<file path="src/rtl/rx_pkg.sv">
////////////////////
// rx_pkg
// sample widths, sample-set layout, register map and reset values
// shared by the dual-radio receive path
////////////////////
`default_nettype none

package rx_pkg;

  // one I or Q sample from the radio
  localparam int samp_w = 12;

  typedef logic signed [samp_w-1:0] samp_t;

  typedef struct packed {
    samp_t i;
    samp_t q;
  } chan_t;

  // ch0/ch1 from radio a, ch2/ch3 from radio b
  typedef struct packed {
    chan_t ch0;
    chan_t ch1;
    chan_t ch2;
    chan_t ch3;
  } sample_set_t;

  // |i| + |q|, one bit wider than a sample
  typedef logic [samp_w:0] mag_t;

  // wishbone word addresses
  typedef enum logic [1:0] {
    REG_CTRL    = 2'd0,
    REG_THRESH  = 2'd1,
    REG_PKT_LEN = 2'd2,
    REG_STATUS  = 2'd3
  } reg_addr_e;

  // ctrl bit positions
  localparam int CTRL_ENABLE_A      = 0;
  localparam int CTRL_ENABLE_B      = 1;
  localparam int CTRL_GATE_EN       = 2;
  localparam int CTRL_RADIO_RESET_A = 3;
  localparam int CTRL_RADIO_RESET_B = 4;
  localparam int CTRL_W             = 5;

  localparam logic [CTRL_W-1:0] CTRL_RESET    = '0;
  localparam logic [7:0]        PKT_LEN_RESET = 8'd4;

endpackage

`default_nettype wire

</file>
<file path="src/rtl/rx_sample_if.sv">
////////////////////
// rx_sample_if
// one radio's deframed two-channel sample pair
////////////////////
`default_nettype none

interface rx_sample_if;

  // single-cycle strobe, ch0 and ch1 valid with it
  logic          valid;
  rx_pkg::chan_t ch0;
  rx_pkg::chan_t ch1;

  modport source (
    output valid,
    output ch0,
    output ch1
  );

  modport sink (
    input valid,
    input ch0,
    input ch1
  );

endinterface

`default_nettype wire

</file>
<file path="src/rtl/cmos_rx_deframe.sv">
////////////////////
// cmos_rx_deframe
// splits one radio's framed cmos words into a channel pair:
// frame high carries ch0, the following frame low carries ch1
////////////////////
`default_nettype none

module cmos_rx_deframe (
  input  logic          clk,
  input  logic          rst,
  input  logic          enable,
  input  logic          rx_frame_in,
  input  rx_pkg::samp_t rx_data_p0,
  input  rx_pkg::samp_t rx_data_p1,
  rx_sample_if.source   smp
);

  // set after a frame-high word, waiting for its partner
  logic          phase;
  logic          valid_q;
  rx_pkg::chan_t hold_ch0;
  rx_pkg::chan_t ch0_q;
  rx_pkg::chan_t ch1_q;
  logic          pair_done;

  // frame-low word that closes a pair
  assign pair_done = enable && !rx_frame_in && phase;

  ////////////////////
  // frame tracking
  ////////////////////
  always_ff @(posedge clk) begin
    if (rst) begin
      phase   <= 1'b0;
      valid_q <= 1'b0;
    end else if (!enable) begin
      phase   <= 1'b0;
      valid_q <= 1'b0;
    end else begin
      valid_q <= pair_done;
      if (rx_frame_in) begin
        phase <= 1'b1;
      end else begin
        // lone frame-low words fall through here
        phase <= 1'b0;
      end
    end
  end

  ////////////////////
  // sample capture
  ////////////////////
  always_ff @(posedge clk) begin
    if (enable && rx_frame_in) begin
      hold_ch0.i <= rx_data_p0;
      hold_ch0.q <= rx_data_p1;
    end
    if (pair_done) begin
      ch0_q   <= hold_ch0;
      ch1_q.i <= rx_data_p0;
      ch1_q.q <= rx_data_p1;
    end
  end

  assign smp.valid = valid_q;
  assign smp.ch0   = ch0_q;
  assign smp.ch1   = ch1_q;

  // a pair needs two words, so valid is never back to back
  a_valid_spacing : assert property (
    @(posedge clk) disable iff (rst)
    smp.valid |=> !smp.valid
  );

endmodule

`default_nettype wire

</file>
<file path="src/rtl/samp_energy_gate.sv">
////////////////////
// samp_energy_gate
// joins radio a and b pairs into one four-channel set and
// drops quiet sets, keeping a pad tail after each loud one
////////////////////
`default_nettype none

module samp_energy_gate #(
  parameter int NUM_PAD_SAMPS = 7
) (
  input  logic                clk,
  input  logic                rst,
  input  logic                gate_en,
  input  rx_pkg::mag_t        threshold,
  rx_sample_if.sink           rad_a,
  rx_sample_if.sink           rad_b,
  output logic                set_valid,
  output rx_pkg::sample_set_t set,
  output logic                misalign_evt
);

  localparam int PAD_W = (NUM_PAD_SAMPS > 0) ? $clog2(NUM_PAD_SAMPS + 1) : 1;

  logic             aligned;
  logic             loud;
  logic             pass;
  logic [PAD_W-1:0] pad_cnt;

  // |i| + |q| of one channel
  function automatic rx_pkg::mag_t chan_mag(input rx_pkg::chan_t c);
    logic signed [rx_pkg::samp_w:0] ei;
    logic signed [rx_pkg::samp_w:0] eq;
    ei = c.i;
    eq = c.q;
    if (ei < 0) ei = -ei;
    if (eq < 0) eq = -eq;
    return rx_pkg::mag_t'(ei) + rx_pkg::mag_t'(eq);
  endfunction

  ////////////////////
  // gate decision
  ////////////////////
  always_comb begin
    aligned = rad_a.valid && rad_b.valid;
    loud    = (chan_mag(rad_a.ch0) >= threshold) ||
              (chan_mag(rad_a.ch1) >= threshold) ||
              (chan_mag(rad_b.ch0) >= threshold) ||
              (chan_mag(rad_b.ch1) >= threshold);
    pass    = aligned && (!gate_en || loud || (pad_cnt != '0));
  end

  always_ff @(posedge clk) begin
    if (rst) begin
      set_valid    <= 1'b0;
      misalign_evt <= 1'b0;
      pad_cnt      <= '0;
    end else begin
      set_valid    <= pass;
      // one radio delivered without the other
      misalign_evt <= rad_a.valid ^ rad_b.valid;
      if (!gate_en) begin
        pad_cnt <= '0;
      end else if (aligned) begin
        if (loud) begin
          pad_cnt <= PAD_W'(NUM_PAD_SAMPS);
        end else if (pad_cnt != '0) begin
          pad_cnt <= pad_cnt - 1'b1;
        end
      end
    end
  end

  // set payload
  always_ff @(posedge clk) begin
    if (pass) begin
      set.ch0 <= rad_a.ch0;
      set.ch1 <= rad_a.ch1;
      set.ch2 <= rad_b.ch0;
      set.ch3 <= rad_b.ch1;
    end
  end

  // output sets only come from pairs both deframers delivered together
  a_set_from_aligned : assert property (
    @(posedge clk) disable iff (rst)
    set_valid |-> $past(rad_a.valid && rad_b.valid)
  );

endmodule

`default_nettype wire

</file>
<file path="src/rtl/axis_sample_packer.sv">
////////////////////
// axis_sample_packer
// buffers sample sets and sends each as two 64-bit beats,
// tlast closing every pkt_len sets
////////////////////
`default_nettype none

module axis_sample_packer #(
  parameter int FIFO_DEPTH = 8
) (
  input  logic                clk,
  input  logic                rst,
  input  logic                set_valid,
  input  rx_pkg::sample_set_t set,
  input  logic [7:0]          pkt_len,
  output logic                m_axis_tvalid,
  input  logic                m_axis_tready,
  output logic                m_axis_tlast,
  output logic [63:0]         m_axis_tdata,
  output logic                ovf_evt
);

  localparam int ADDR_W = $clog2(FIFO_DEPTH);

  rx_pkg::sample_set_t mem [FIFO_DEPTH];
  logic [ADDR_W:0]     wr_ptr;
  logic [ADDR_W:0]     rd_ptr;
  logic                full;
  logic                empty;
  logic                beat;
  logic [7:0]          set_cnt;
  logic [7:0]          eff_len;
  logic [8:0]          next_cnt;
  logic                xfer;
  rx_pkg::sample_set_t head;

  // sign-extend one sample into a 16-bit lane
  function automatic logic [15:0] lane(input rx_pkg::samp_t s);
    return {{(16 - rx_pkg::samp_w){s[rx_pkg::samp_w-1]}}, s};
  endfunction

  // lower channel in the low half
  function automatic logic [63:0] pack(input rx_pkg::chan_t lo, input rx_pkg::chan_t hi);
    return {lane(hi.q), lane(hi.i), lane(lo.q), lane(lo.i)};
  endfunction

  assign empty = (wr_ptr == rd_ptr);
  assign full  = (wr_ptr[ADDR_W] != rd_ptr[ADDR_W]) &&
                 (wr_ptr[ADDR_W-1:0] == rd_ptr[ADDR_W-1:0]);

  ////////////////////
  // fifo write side
  ////////////////////
  always_ff @(posedge clk) begin
    if (set_valid && !full) begin
      mem[wr_ptr[ADDR_W-1:0]] <= set;
    end
  end

  always_ff @(posedge clk) begin
    if (rst) begin
      wr_ptr  <= '0;
      ovf_evt <= 1'b0;
    end else begin
      ovf_evt <= set_valid && full;
      if (set_valid && !full) begin
        wr_ptr <= wr_ptr + 1'b1;
      end
    end
  end

  ////////////////////
  // stream side
  ////////////////////
  assign head     = mem[rd_ptr[ADDR_W-1:0]];
  assign xfer     = m_axis_tvalid && m_axis_tready;
  assign eff_len  = (pkt_len == 8'd0) ? 8'd1 : pkt_len;
  assign next_cnt = {1'b0, set_cnt} + 9'd1;

  assign m_axis_tvalid = !empty;
  assign m_axis_tdata  = beat ? pack(head.ch2, head.ch3) : pack(head.ch0, head.ch1);
  // >= also closes a packet cleanly when pkt_len shrinks mid-packet
  assign m_axis_tlast  = beat && (next_cnt >= {1'b0, eff_len});

  always_ff @(posedge clk) begin
    if (rst) begin
      rd_ptr  <= '0;
      beat    <= 1'b0;
      set_cnt <= '0;
    end else if (xfer) begin
      beat <= !beat;
      if (beat) begin
        rd_ptr  <= rd_ptr + 1'b1;
        set_cnt <= m_axis_tlast ? 8'd0 : next_cnt[7:0];
      end
    end
  end

  // held beat must not change under back-pressure
  a_tdata_stable : assert property (
    @(posedge clk) disable iff (rst)
    (m_axis_tvalid && !m_axis_tready) |=> (m_axis_tvalid && $stable(m_axis_tdata))
  );

endmodule

`default_nettype wire

</file>
<file path="src/rtl/rx_ctrl_regs.sv">
////////////////////
// rx_ctrl_regs
// wishbone classic register block: radio enables and resets,
// gate control, packet length and sticky status flags
////////////////////
`default_nettype none

module rx_ctrl_regs #(
  parameter int DATA_PASS_VALUE = 20
) (
  input  logic         clk,
  input  logic         rst,
  input  logic         wb_cyc,
  input  logic         wb_stb,
  input  logic         wb_we,
  input  logic [1:0]   wb_adr,
  input  logic [31:0]  wb_dat_w,
  output logic [31:0]  wb_dat_r,
  output logic         wb_ack,
  output logic         enable_a,
  output logic         enable_b,
  output logic         gate_en,
  output rx_pkg::mag_t threshold,
  output logic [7:0]   pkt_len,
  output logic         a_resetb,
  output logic         b_resetb,
  input  logic         ovf_evt,
  input  logic         misalign_evt
);

  logic [rx_pkg::CTRL_W-1:0] ctrl_q;
  logic                      ovf_flag;
  logic                      misalign_flag;
  logic                      req;
  logic                      wr;
  rx_pkg::reg_addr_e         addr;

  // new request, not yet acked
  assign req  = wb_cyc && wb_stb && !wb_ack;
  assign wr   = req && wb_we;
  assign addr = rx_pkg::reg_addr_e'(wb_adr);

  ////////////////////
  // register writes
  ////////////////////
  always_ff @(posedge clk) begin
    if (rst) begin
      wb_ack        <= 1'b0;
      ctrl_q        <= rx_pkg::CTRL_RESET;
      threshold     <= rx_pkg::mag_t'(DATA_PASS_VALUE);
      pkt_len       <= rx_pkg::PKT_LEN_RESET;
      ovf_flag      <= 1'b0;
      misalign_flag <= 1'b0;
    end else begin
      wb_ack <= req;
      if (wr && addr == rx_pkg::REG_CTRL) begin
        ctrl_q <= wb_dat_w[rx_pkg::CTRL_W-1:0];
      end
      if (wr && addr == rx_pkg::REG_THRESH) begin
        threshold <= wb_dat_w[rx_pkg::samp_w:0];
      end
      if (wr && addr == rx_pkg::REG_PKT_LEN) begin
        pkt_len <= wb_dat_w[7:0];
      end
      // write 1 clears, a new event in the same cycle wins
      if (wr && addr == rx_pkg::REG_STATUS) begin
        ovf_flag      <= (ovf_flag & ~wb_dat_w[0]) | ovf_evt;
        misalign_flag <= (misalign_flag & ~wb_dat_w[1]) | misalign_evt;
      end else begin
        ovf_flag      <= ovf_flag | ovf_evt;
        misalign_flag <= misalign_flag | misalign_evt;
      end
    end
  end

  // read data lines up with ack
  always_ff @(posedge clk) begin
    if (req) begin
      case (addr)
        rx_pkg::REG_CTRL:    wb_dat_r <= {{(32 - rx_pkg::CTRL_W){1'b0}}, ctrl_q};
        rx_pkg::REG_THRESH:  wb_dat_r <= {{(31 - rx_pkg::samp_w){1'b0}}, threshold};
        rx_pkg::REG_PKT_LEN: wb_dat_r <= {24'd0, pkt_len};
        rx_pkg::REG_STATUS:  wb_dat_r <= {30'd0, misalign_flag, ovf_flag};
        default:             wb_dat_r <= 32'd0;
      endcase
    end
  end

  assign enable_a = ctrl_q[rx_pkg::CTRL_ENABLE_A];
  assign enable_b = ctrl_q[rx_pkg::CTRL_ENABLE_B];
  assign gate_en  = ctrl_q[rx_pkg::CTRL_GATE_EN];
  assign a_resetb = !ctrl_q[rx_pkg::CTRL_RADIO_RESET_A];
  assign b_resetb = !ctrl_q[rx_pkg::CTRL_RADIO_RESET_B];

  a_ack_pulse : assert property (
    @(posedge clk) disable iff (rst)
    wb_ack |=> !wb_ack
  );

endmodule

`default_nettype wire

</file>
<file path="src/rtl/ad9361_dual_rx.sv">
////////////////////
// ad9361_dual_rx
// receive subsystem for two cmos-port radios on one data clock:
// deframe, align and gate, then pack onto 64-bit axi-stream
////////////////////
`default_nettype none

module ad9361_dual_rx #(
  parameter int NUM_PAD_SAMPS   = 7,
  parameter int DATA_PASS_VALUE = 20,
  parameter int FIFO_DEPTH      = 8
) (
  input  logic          clk,
  input  logic          rst,

  // radio a
  input  logic          a_rx_frame_in,
  input  rx_pkg::samp_t a_rx_data_p0,
  input  rx_pkg::samp_t a_rx_data_p1,
  output logic          a_enable,
  output logic          a_resetb,

  // radio b
  input  logic          b_rx_frame_in,
  input  rx_pkg::samp_t b_rx_data_p0,
  input  rx_pkg::samp_t b_rx_data_p1,
  output logic          b_enable,
  output logic          b_resetb,

  // wishbone slave
  input  logic          wb_cyc,
  input  logic          wb_stb,
  input  logic          wb_we,
  input  logic [1:0]    wb_adr,
  input  logic [31:0]   wb_dat_w,
  output logic [31:0]   wb_dat_r,
  output logic          wb_ack,

  // axi-stream master
  output logic          m_axis_tvalid,
  input  logic          m_axis_tready,
  output logic          m_axis_tlast,
  output logic [63:0]   m_axis_tdata
);

  rx_sample_if smp_a ();
  rx_sample_if smp_b ();

  logic                gate_en;
  rx_pkg::mag_t        threshold;
  logic [7:0]          pkt_len;
  logic                set_valid;
  rx_pkg::sample_set_t set;
  logic                ovf_evt;
  logic                misalign_evt;

  ////////////////////
  // deframers
  ////////////////////
  cmos_rx_deframe u_deframe_a (
    .clk         (clk),
    .rst         (rst),
    .enable      (a_enable),
    .rx_frame_in (a_rx_frame_in),
    .rx_data_p0  (a_rx_data_p0),
    .rx_data_p1  (a_rx_data_p1),
    .smp         (smp_a.source)
  );

  cmos_rx_deframe u_deframe_b (
    .clk         (clk),
    .rst         (rst),
    .enable      (b_enable),
    .rx_frame_in (b_rx_frame_in),
    .rx_data_p0  (b_rx_data_p0),
    .rx_data_p1  (b_rx_data_p1),
    .smp         (smp_b.source)
  );

  ////////////////////
  // align, gate, pack
  ////////////////////
  samp_energy_gate #(
    .NUM_PAD_SAMPS (NUM_PAD_SAMPS)
  ) u_gate (
    .clk          (clk),
    .rst          (rst),
    .gate_en      (gate_en),
    .threshold    (threshold),
    .rad_a        (smp_a.sink),
    .rad_b        (smp_b.sink),
    .set_valid    (set_valid),
    .set          (set),
    .misalign_evt (misalign_evt)
  );

  axis_sample_packer #(
    .FIFO_DEPTH (FIFO_DEPTH)
  ) u_packer (
    .clk           (clk),
    .rst           (rst),
    .set_valid     (set_valid),
    .set           (set),
    .pkt_len       (pkt_len),
    .m_axis_tvalid (m_axis_tvalid),
    .m_axis_tready (m_axis_tready),
    .m_axis_tlast  (m_axis_tlast),
    .m_axis_tdata  (m_axis_tdata),
    .ovf_evt       (ovf_evt)
  );

  // control and status
  rx_ctrl_regs #(
    .DATA_PASS_VALUE (DATA_PASS_VALUE)
  ) u_regs (
    .clk          (clk),
    .rst          (rst),
    .wb_cyc       (wb_cyc),
    .wb_stb       (wb_stb),
    .wb_we        (wb_we),
    .wb_adr       (wb_adr),
    .wb_dat_w     (wb_dat_w),
    .wb_dat_r     (wb_dat_r),
    .wb_ack       (wb_ack),
    .enable_a     (a_enable),
    .enable_b     (b_enable),
    .gate_en      (gate_en),
    .threshold    (threshold),
    .pkt_len      (pkt_len),
    .a_resetb     (a_resetb),
    .b_resetb     (b_resetb),
    .ovf_evt      (ovf_evt),
    .misalign_evt (misalign_evt)
  );

endmodule

`default_nettype wire

</file>
<file path="config.mk">
export PLATFORM = sky130hd
export DESIGN_NAME = ad9361_dual_rx
export DESIGN_NICKNAME = d
export VERILOG_FILES = /design/src/rtl/rx_pkg.sv /design/src/rtl/rx_sample_if.sv /design/src/rtl/cmos_rx_deframe.sv /design/src/rtl/samp_energy_gate.sv /design/src/rtl/axis_sample_packer.sv /design/src/rtl/rx_ctrl_regs.sv /design/src/rtl/ad9361_dual_rx.sv
export SDC_FILE = /design/constraint.sdc
export NUM_CORES = 1
export LEC_CHECK = 0
export ABC_CLOCK_PERIOD_IN_PS = 12300
export BUFFER_PORTS_ARGS = -buffer_cell sky130_fd_sc_hd__buf_2
export CAP_MARGIN = 20
export CORE_MARGIN = 4
export CORE_UTILIZATION = 50
export DETAILED_ROUTE_END_ITERATION = 8
export PLACE_DENSITY = 0.73
export SLEW_MARGIN = 20
export SYNTH_ARGS = -nofsm -noshare
export SYNTH_HDL_FRONTEND = slang
export SYNTH_SLANG_ARGS = --single-unit
</file>
<file path="constraint.sdc">
create_clock -name clk -period 12.3 [get_ports clk]
set_input_delay 3.075 -clock clk [delete_from_list [all_inputs] [get_ports clk]]
set_output_delay 3.075 -clock clk [all_outputs]
set_load 0.005 [all_outputs]
</file>
; Word-level counts from Yosys, hierarchy flattened
; Memories as Yosys holds them, arrays and structs flattened. A register that Yosys moved wholly into a read port is not among the register bits.
; Cells that the tools add are included.
[op_classes]
mux = 22
n_reduce_logical = 43
order_cmp = 13
n_bitwise = 12
eq_ne = 6
addsub = 16
[op_table]
columns = cell, n
row1 = case mux 32 bit (4 select lines), 1
row2 = 2-to-1 mux 13 bit, 8
row3 = negation 12 -> 13 bit, 8
row4 = "less-than comparator 12 x 1 -> 1 bit, second input constant", 8
row5 = 2-to-1 mux 64 bit, 1
row6 = adder 13 bit, 4
row7 = >= comparator 13 bit, 4
row8 = logical AND 1 bit, 20
row9 = 2-to-1 mux 8 bit, 2
row10 = 2-to-1 mux 3 bit, 4
row11 = "adder 8 x 1 -> 9 bit, second input constant", 1
row12 = >= comparator 9 x 8 -> 1 bit, 1
row13 = zero test 1 bit, 9
row14 = "adder 4 x 1 -> 4 bit, second input constant", 2
row15 = zero test 8 bit, 1
row16 = 2-to-1 mux 1 bit, 6
row17 = OR reduction 2 bit, 3
row18 = logical OR 1 bit, 5
row19 = inverter 1 bit, 5
row20 = "== test 2 bit, second input constant", 2
row21 = == test 4 bit, 1
row22 = bitwise OR 1 bit, 4
row23 = AND reduction 2 bit, 2
row24 = == test 3 bit, 1
row25 = 8 further kinds, 9
[word_totals]
n_memories = 1
mem_bits_rw = 768
regBits = 328
output_inout_bits = 103
inputBits = 90
word_cells = 152
[mem_list]
columns = name, words, width, read_ports, rd_clocked_by_memory_dff, write_ports, line_no
row1 = u_packer.mem, 8, 96, 1, 1, 1, axis_sample_packer.sv:25  ; rx_pkg::sample_set_t mem [FIFO_DEPTH];

; Longest topological paths before layout
[logic_depth]
ltp_word = 10
depth_mapped = 21
ltp_nobuf = 21

; Cells and area by module
; A second synthesis with hierarchy kept.
[unflattened]
cells_unflattened = 2343
area_unflattened_um2 = 44491.4
[by_module_without_submodules]
columns = module, seq_area_each_um2, cells_per_inst, area_per_inst_um2, n_inst
row1 = axis_sample_packer, 23482.5, 1234, 30160.2, 1
row2 = samp_energy_gate, 2982.9, 777, 7886.3, 1
row3 = cmos_rx_deframe, 2202.1, 78, 2242.2, 2
row4 = rx_ctrl_regs, 970.9, 176, 1960.6, 1

; Least setup slack after synthesis
; No wires, ideal clock.
[synth_timing]
path_type = register -> register
from = register u_deframe_a.ch1_q (netlist bit u_deframe_a.smp.ch1[0])
to = register u_gate.set[0] (netlist name)
path_slack_ns = 3.334
t_required_ns = 11.717
t_arrival_ns = 8.383
path_stages_with_launch = 20
path_buffers = 0
cell_sequence = edfxtp_1 -> inv_1 -> ha_1 -> nand2b_1 -> or4_1 -> or2_2 -> o21ai_0 -> xnor2_1 -> ha_1 -> nand3_1 -> o311ai_0 -> a21o_1 -> a21oi_1 -> xnor2_1 -> ha_1 -> and4_1 -> o21ai_0 -> a21oi_1 -> nor4_2 -> a21oi_1
[synth_via]
elab_chain_len = 10
[synth_lines]
columns = item, line_no
row1 = start: declaration, cmos_rx_deframe.sv:23  ; rx_pkg::chan_t ch1_q;
row2 = negation 12 -> 13 bit / less-than comparator 12 x 1 -> 1 bit (equally long branches), samp_energy_gate.sv:36  ; if (eq < 0) eq = -eq;
row3 = 2-to-1 mux 13 bit *, samp_energy_gate.sv:36
row4 = adder 13 bit *, samp_energy_gate.sv:37  ; return rx_pkg::mag_t'(ei) + rx_pkg::mag_t'(eq);
row5 = >= comparator 13 bit *, samp_energy_gate.sv:46  ; (chan_mag(rad_a.ch1) >= threshold) ||
row6 = logical OR 1 bit *, samp_energy_gate.sv:45  ; loud = (chan_mag(rad_a.ch0) >= threshold) ||
row7 = logical OR 1 bit *, samp_energy_gate.sv:46
row8 = logical OR 1 bit *, samp_energy_gate.sv:47  ; (chan_mag(rad_b.ch0) >= threshold) ||
row9 = logical OR 1 bit * (2 in a row), samp_energy_gate.sv:49  ; pass = aligned && (!gate_en || loud || (pad_cnt != '0));
row10 = logical AND 1 bit *, samp_energy_gate.sv:49
row11 = named net u_gate.pass, samp_energy_gate.sv:26  ; logic pass;
; Mark *: on every way through the listed nets, which the timed path passes. The rest lies on a longest branch.
; A chain may end at the register's enable or synchronous reset.

==> key figures <==
Status
  – Result of the run: finished clean

Cells and area
  – Area grow syn2layout: 11.84%
  – Post-route cell area: 49,290 µm²
  – Multi-input gate area: 11,530 µm²
  – Layout net count: 2,726
  – Reg area: 31,850 µm²
  – # fillers: 6,327
  – Layout cells sized above 1: 0.2284

Yosys
  – Post-synth top flop: edfxtp_1
  – Number of synthesized register bits: 1,080
  – Share of the synthesized area in the top cell type: 0.6957
  – Avg Synthesized Cell Area: 18.97 µm²
  – Seq/Total Area, Yosys: 0.7225
  – Area of the mapped netlist: 44,070 µm²
  – Most frequent cell after synthesis: edfxtp_1
  – Top cells by area, synth: edfxtp_1 70%, mux4_2 12%, ha_1 3.5%
  – Asr flop ratio synth: 0
  – Cell accounting for the most synthesized area: edfxtp_1
  – Mapped Cells: 2,323
  – EDFF count, synth: 1,021
  – Commonest cells post-synth: 1,021 x edfxtp_1, 242 x mux4_2, 122 x ha_1, 106 x xnor2_1, 95 x nand2_1
  – Synth Warn #: 0
  – Synth cell types: 57

Timing
  – Final Cycle Share: 0.5472
  – Slew margin rel.: 0.2573
  – Max-slew violation total from the final report: 0
  – Final hold vios: 0
  – # setup viols final: 0
  – Clock skew: 0.02414 ns
  – RSZ-0062 raised after global routing: no
  – Slew @ Worst Pin: 1.114 ns
  – Minimum clock period: 6.731 ns
  – Final TNS setup: 0 ns
  – Fmax: 148.6 MHz

Detailed routing
  – DR vias: 22,190
  – Residual DRC: 0
  – 1st-iter DRT viols: 2,514
  – Avg Vias per Cell: 5.921
  – DRT Wirelength: 97,240 µm
  – DRT Pass-1 Iters: 5
  – WL/cell: 25.94 µm
  – Antenna Violating Nets Remaining: 0

Clock tree
  – Clock Path Buffers: 3
  – Setup repair bufs after CTS: 0
  – H-tree depth: 3
  – CTS Buf Count: 101
  – CTS tree: yes
  – Post_cts resized: 0
  – Latest clock arrival within the worst-skew pair: 0.66 ns
  – Hold Buf Count CTS: 0
  – Worst-path clk slew: 0.06 ns
  – Clock sinks: 1,080
  – Root Driver: clkbuf_16

Setup path
  – Worst Setup End Kind: primary output
  – Critical Path Start Type: flop
  – CP endpoint: m_axis_tdata[21]
  – Critical-path cell list: buf_12 -> mux4_2 -> mux4_2 -> buf_2
  – Max incr delay on CP: 0.77 ns
  – R2R depth: 21
  – Top delay family on crit path: multiplexers
  – Critical path buffers and inverters: 2
  – CP max-delay cell: dfxtp_4
  – Kind of critical path: flop to primary output
  – Crit path required time: 9.22 ns
  – CP max FO: 112
  – WP data arrival: 3.66 ns
  – WP depth: 4
  – Crit-path most repeated cell: mux4_2
  – Worst reg2reg path startpoint: u_deframe_a.smp.ch0[12]
  – R2R setup slack: 6.03 ns
  – R2R Path End: u_gate.set[24]

Place
  – Placed standard-cell area: 46,060 µm²
  – PortBufs: 154
  – RePlAce Congestion: 0.8920
  – DP Wirelength: 59,850 µm

Floorplan
  – Placeable Area: 87,160 µm²
  – Die Y: 304.9 µm
  – Starting Density: 0.5056
  – Die X: 304.9 µm
  – Row count: 108
  – Boundary pin count: 193
  – Die area: 92,950 µm²

Global route
  – Global route overflow: 0
  – First-pass GRT wire length: 145,900 µm
  – Vias in the first global route: 22,870
  – Pin count of the biggest net entering global routing: 127
  – Overall Global Routing Usage: 0.2090
  – Initial antenna violation count: 8

Pwr
  – Leak: 15.90 nW
  – Max IR drop VDD: 0.1265 mV
  – Total Power: 7.027 mW
  – Power Density: 142.6 nW/µm²

Worst hold path
  – Worst hold path depth: 0
  – Hold path startpoint: u_deframe_a.hold_ch0[17]
  – Min-delay worst type: flop to flop

Job
  – Max_cap viols: 0
-- cells in the final DEF (no fill, tap or decap), types with 19 or more instances in the layout --
cell type	Yosys	routed
a21oi_1	56	55
clkbuf_16	0	102
buf_2	23	154
nand2_1	95	95
dfxtp_1	59	55
xnor2_1	106	106
ha_1	122	122
conb_1	1	19
edfxtp_1	1021	1021
clkinv_2	0	19
or3_1	23	23
o21ai_0	63	63
xor2_1	19	19
mux4_2	242	242
buf_4	35	23
inv_1	65	65
nor2b_1	19	19
nand2b_1	33	33
nor2_1	67	65
clkinv_1	0	25
-- routing by layer --
layer | track usage | wire [µm]
met1 | 0.2858 | 39420
met3 | 0.03236 | 6382
met4 | 0.07108 | 2786
met5 | 0 | 67
met2 | 0.3472 | 48590
-- worst min path at each step --
| stage | to | slack [ns] |
|---|---|---|
| floorplan | u_deframe_a.smp.ch0[0] | 0.40 |
| global placement | u_deframe_a.smp.ch0[12] | 0.40 |
| detailed placement | u_deframe_a.smp.ch0[15] | 0.41 |
| CTS | u_deframe_a.smp.ch0[17] | 0.42 |
| global route | u_deframe_a.smp.ch0[9] | 0.42 |
| finish | u_deframe_a.smp.ch0[17] | 0.41 |
-- worst reg2reg max path: stages, from the launching register on --
cell and delay [ns]:
edfxtp_1 0.54, inv_1 0.12, ha_1 0.24, nand2b_1 0.16, xnor2_1 0.25, ha_1 0.32
nor2b_1 0.15, o21ai_0 0.21, a21boi_0 0.15, o21ai_0 0.27, a21oi_1 0.15, a311oi_1 0.43
a21oi_1 0.24, ha_1 0.25, or4_4 0.52, a221oi_2 0.17, nand4_1 0.15, a221oi_2 0.21
nand4_2 0.20, nor4_2 0.54, a21oi_4 0.11, buf_4 0.44
-- metrics by stage --
stage | hold WS [ns] | setup WS (ns) | cells | util
finish | 0.4132 | 5.569 | 3748 | 0.5655
global route | 0.4189 | 5.278 | 3748 | 0.5655
CTS | 0.4158 | 5.314 | 3747 | 0.5653
detailed placement | 0.4056 | 6.035 | 3562 | 0.5284
global placement | 0.4017 | 6.044 | 3562 | 0.5284
floorplan | 0.4003 | 3.334 | 2341 | -
-- area by class of cell --
type                       instances  area share
clock inverter                    65     0.01206
inverter                          65    0.004950
sequential                      1080      0.6463
tap                             1155     0.02932
multi-input combinational       1082      0.2340
antenna                            1  0.00005077
timing repair buffer             180     0.02018
clock buffer                     120     0.05316
-- registers in the layout (all words and copies together), names as in the netlist, 13 cells and up, named ones only --
name,flops
u_regs.threshold,13
u_deframe_b.smp.ch0,24
u_deframe_a.hold_ch0,24
u_deframe_a.smp.ch1,24
u_gate.set,96
u_deframe_a.smp.ch0,24
u_regs.wb_dat_r,13
u_deframe_b.hold_ch0,24
u_packer.mem,768
u_deframe_b.smp.ch1,24
-- report_power, final --
group / total, mW / switching [mW] / internal, mW / leakage, nW
Combinational: 0.0428 / 0.0277 / 0.0151 / 4.68
Sequential: 3.97 / 0.00205 / 3.97 / 9.66
Clock: 3.01 / 1.30 / 1.71 / 1.56
Total: 7.03 / 1.33 / 5.70 / 15.9
-- logic make-up after synthesis --
| family | synth area share |
|---|---|
| AOI/OAI and AO/OA | 0.02893 |
| xor gates and xnor gates | 0.02484 |
| adders and majority gates | 0.03645 |
| buffers and inverters | 0.01888 |
| DFF | 0.7225 |
| muxes | 0.1273 |
| other | 0.00008509 |
| and+or+nand+nor | 0.04100 |
Power figures use the tool's default switching activity.
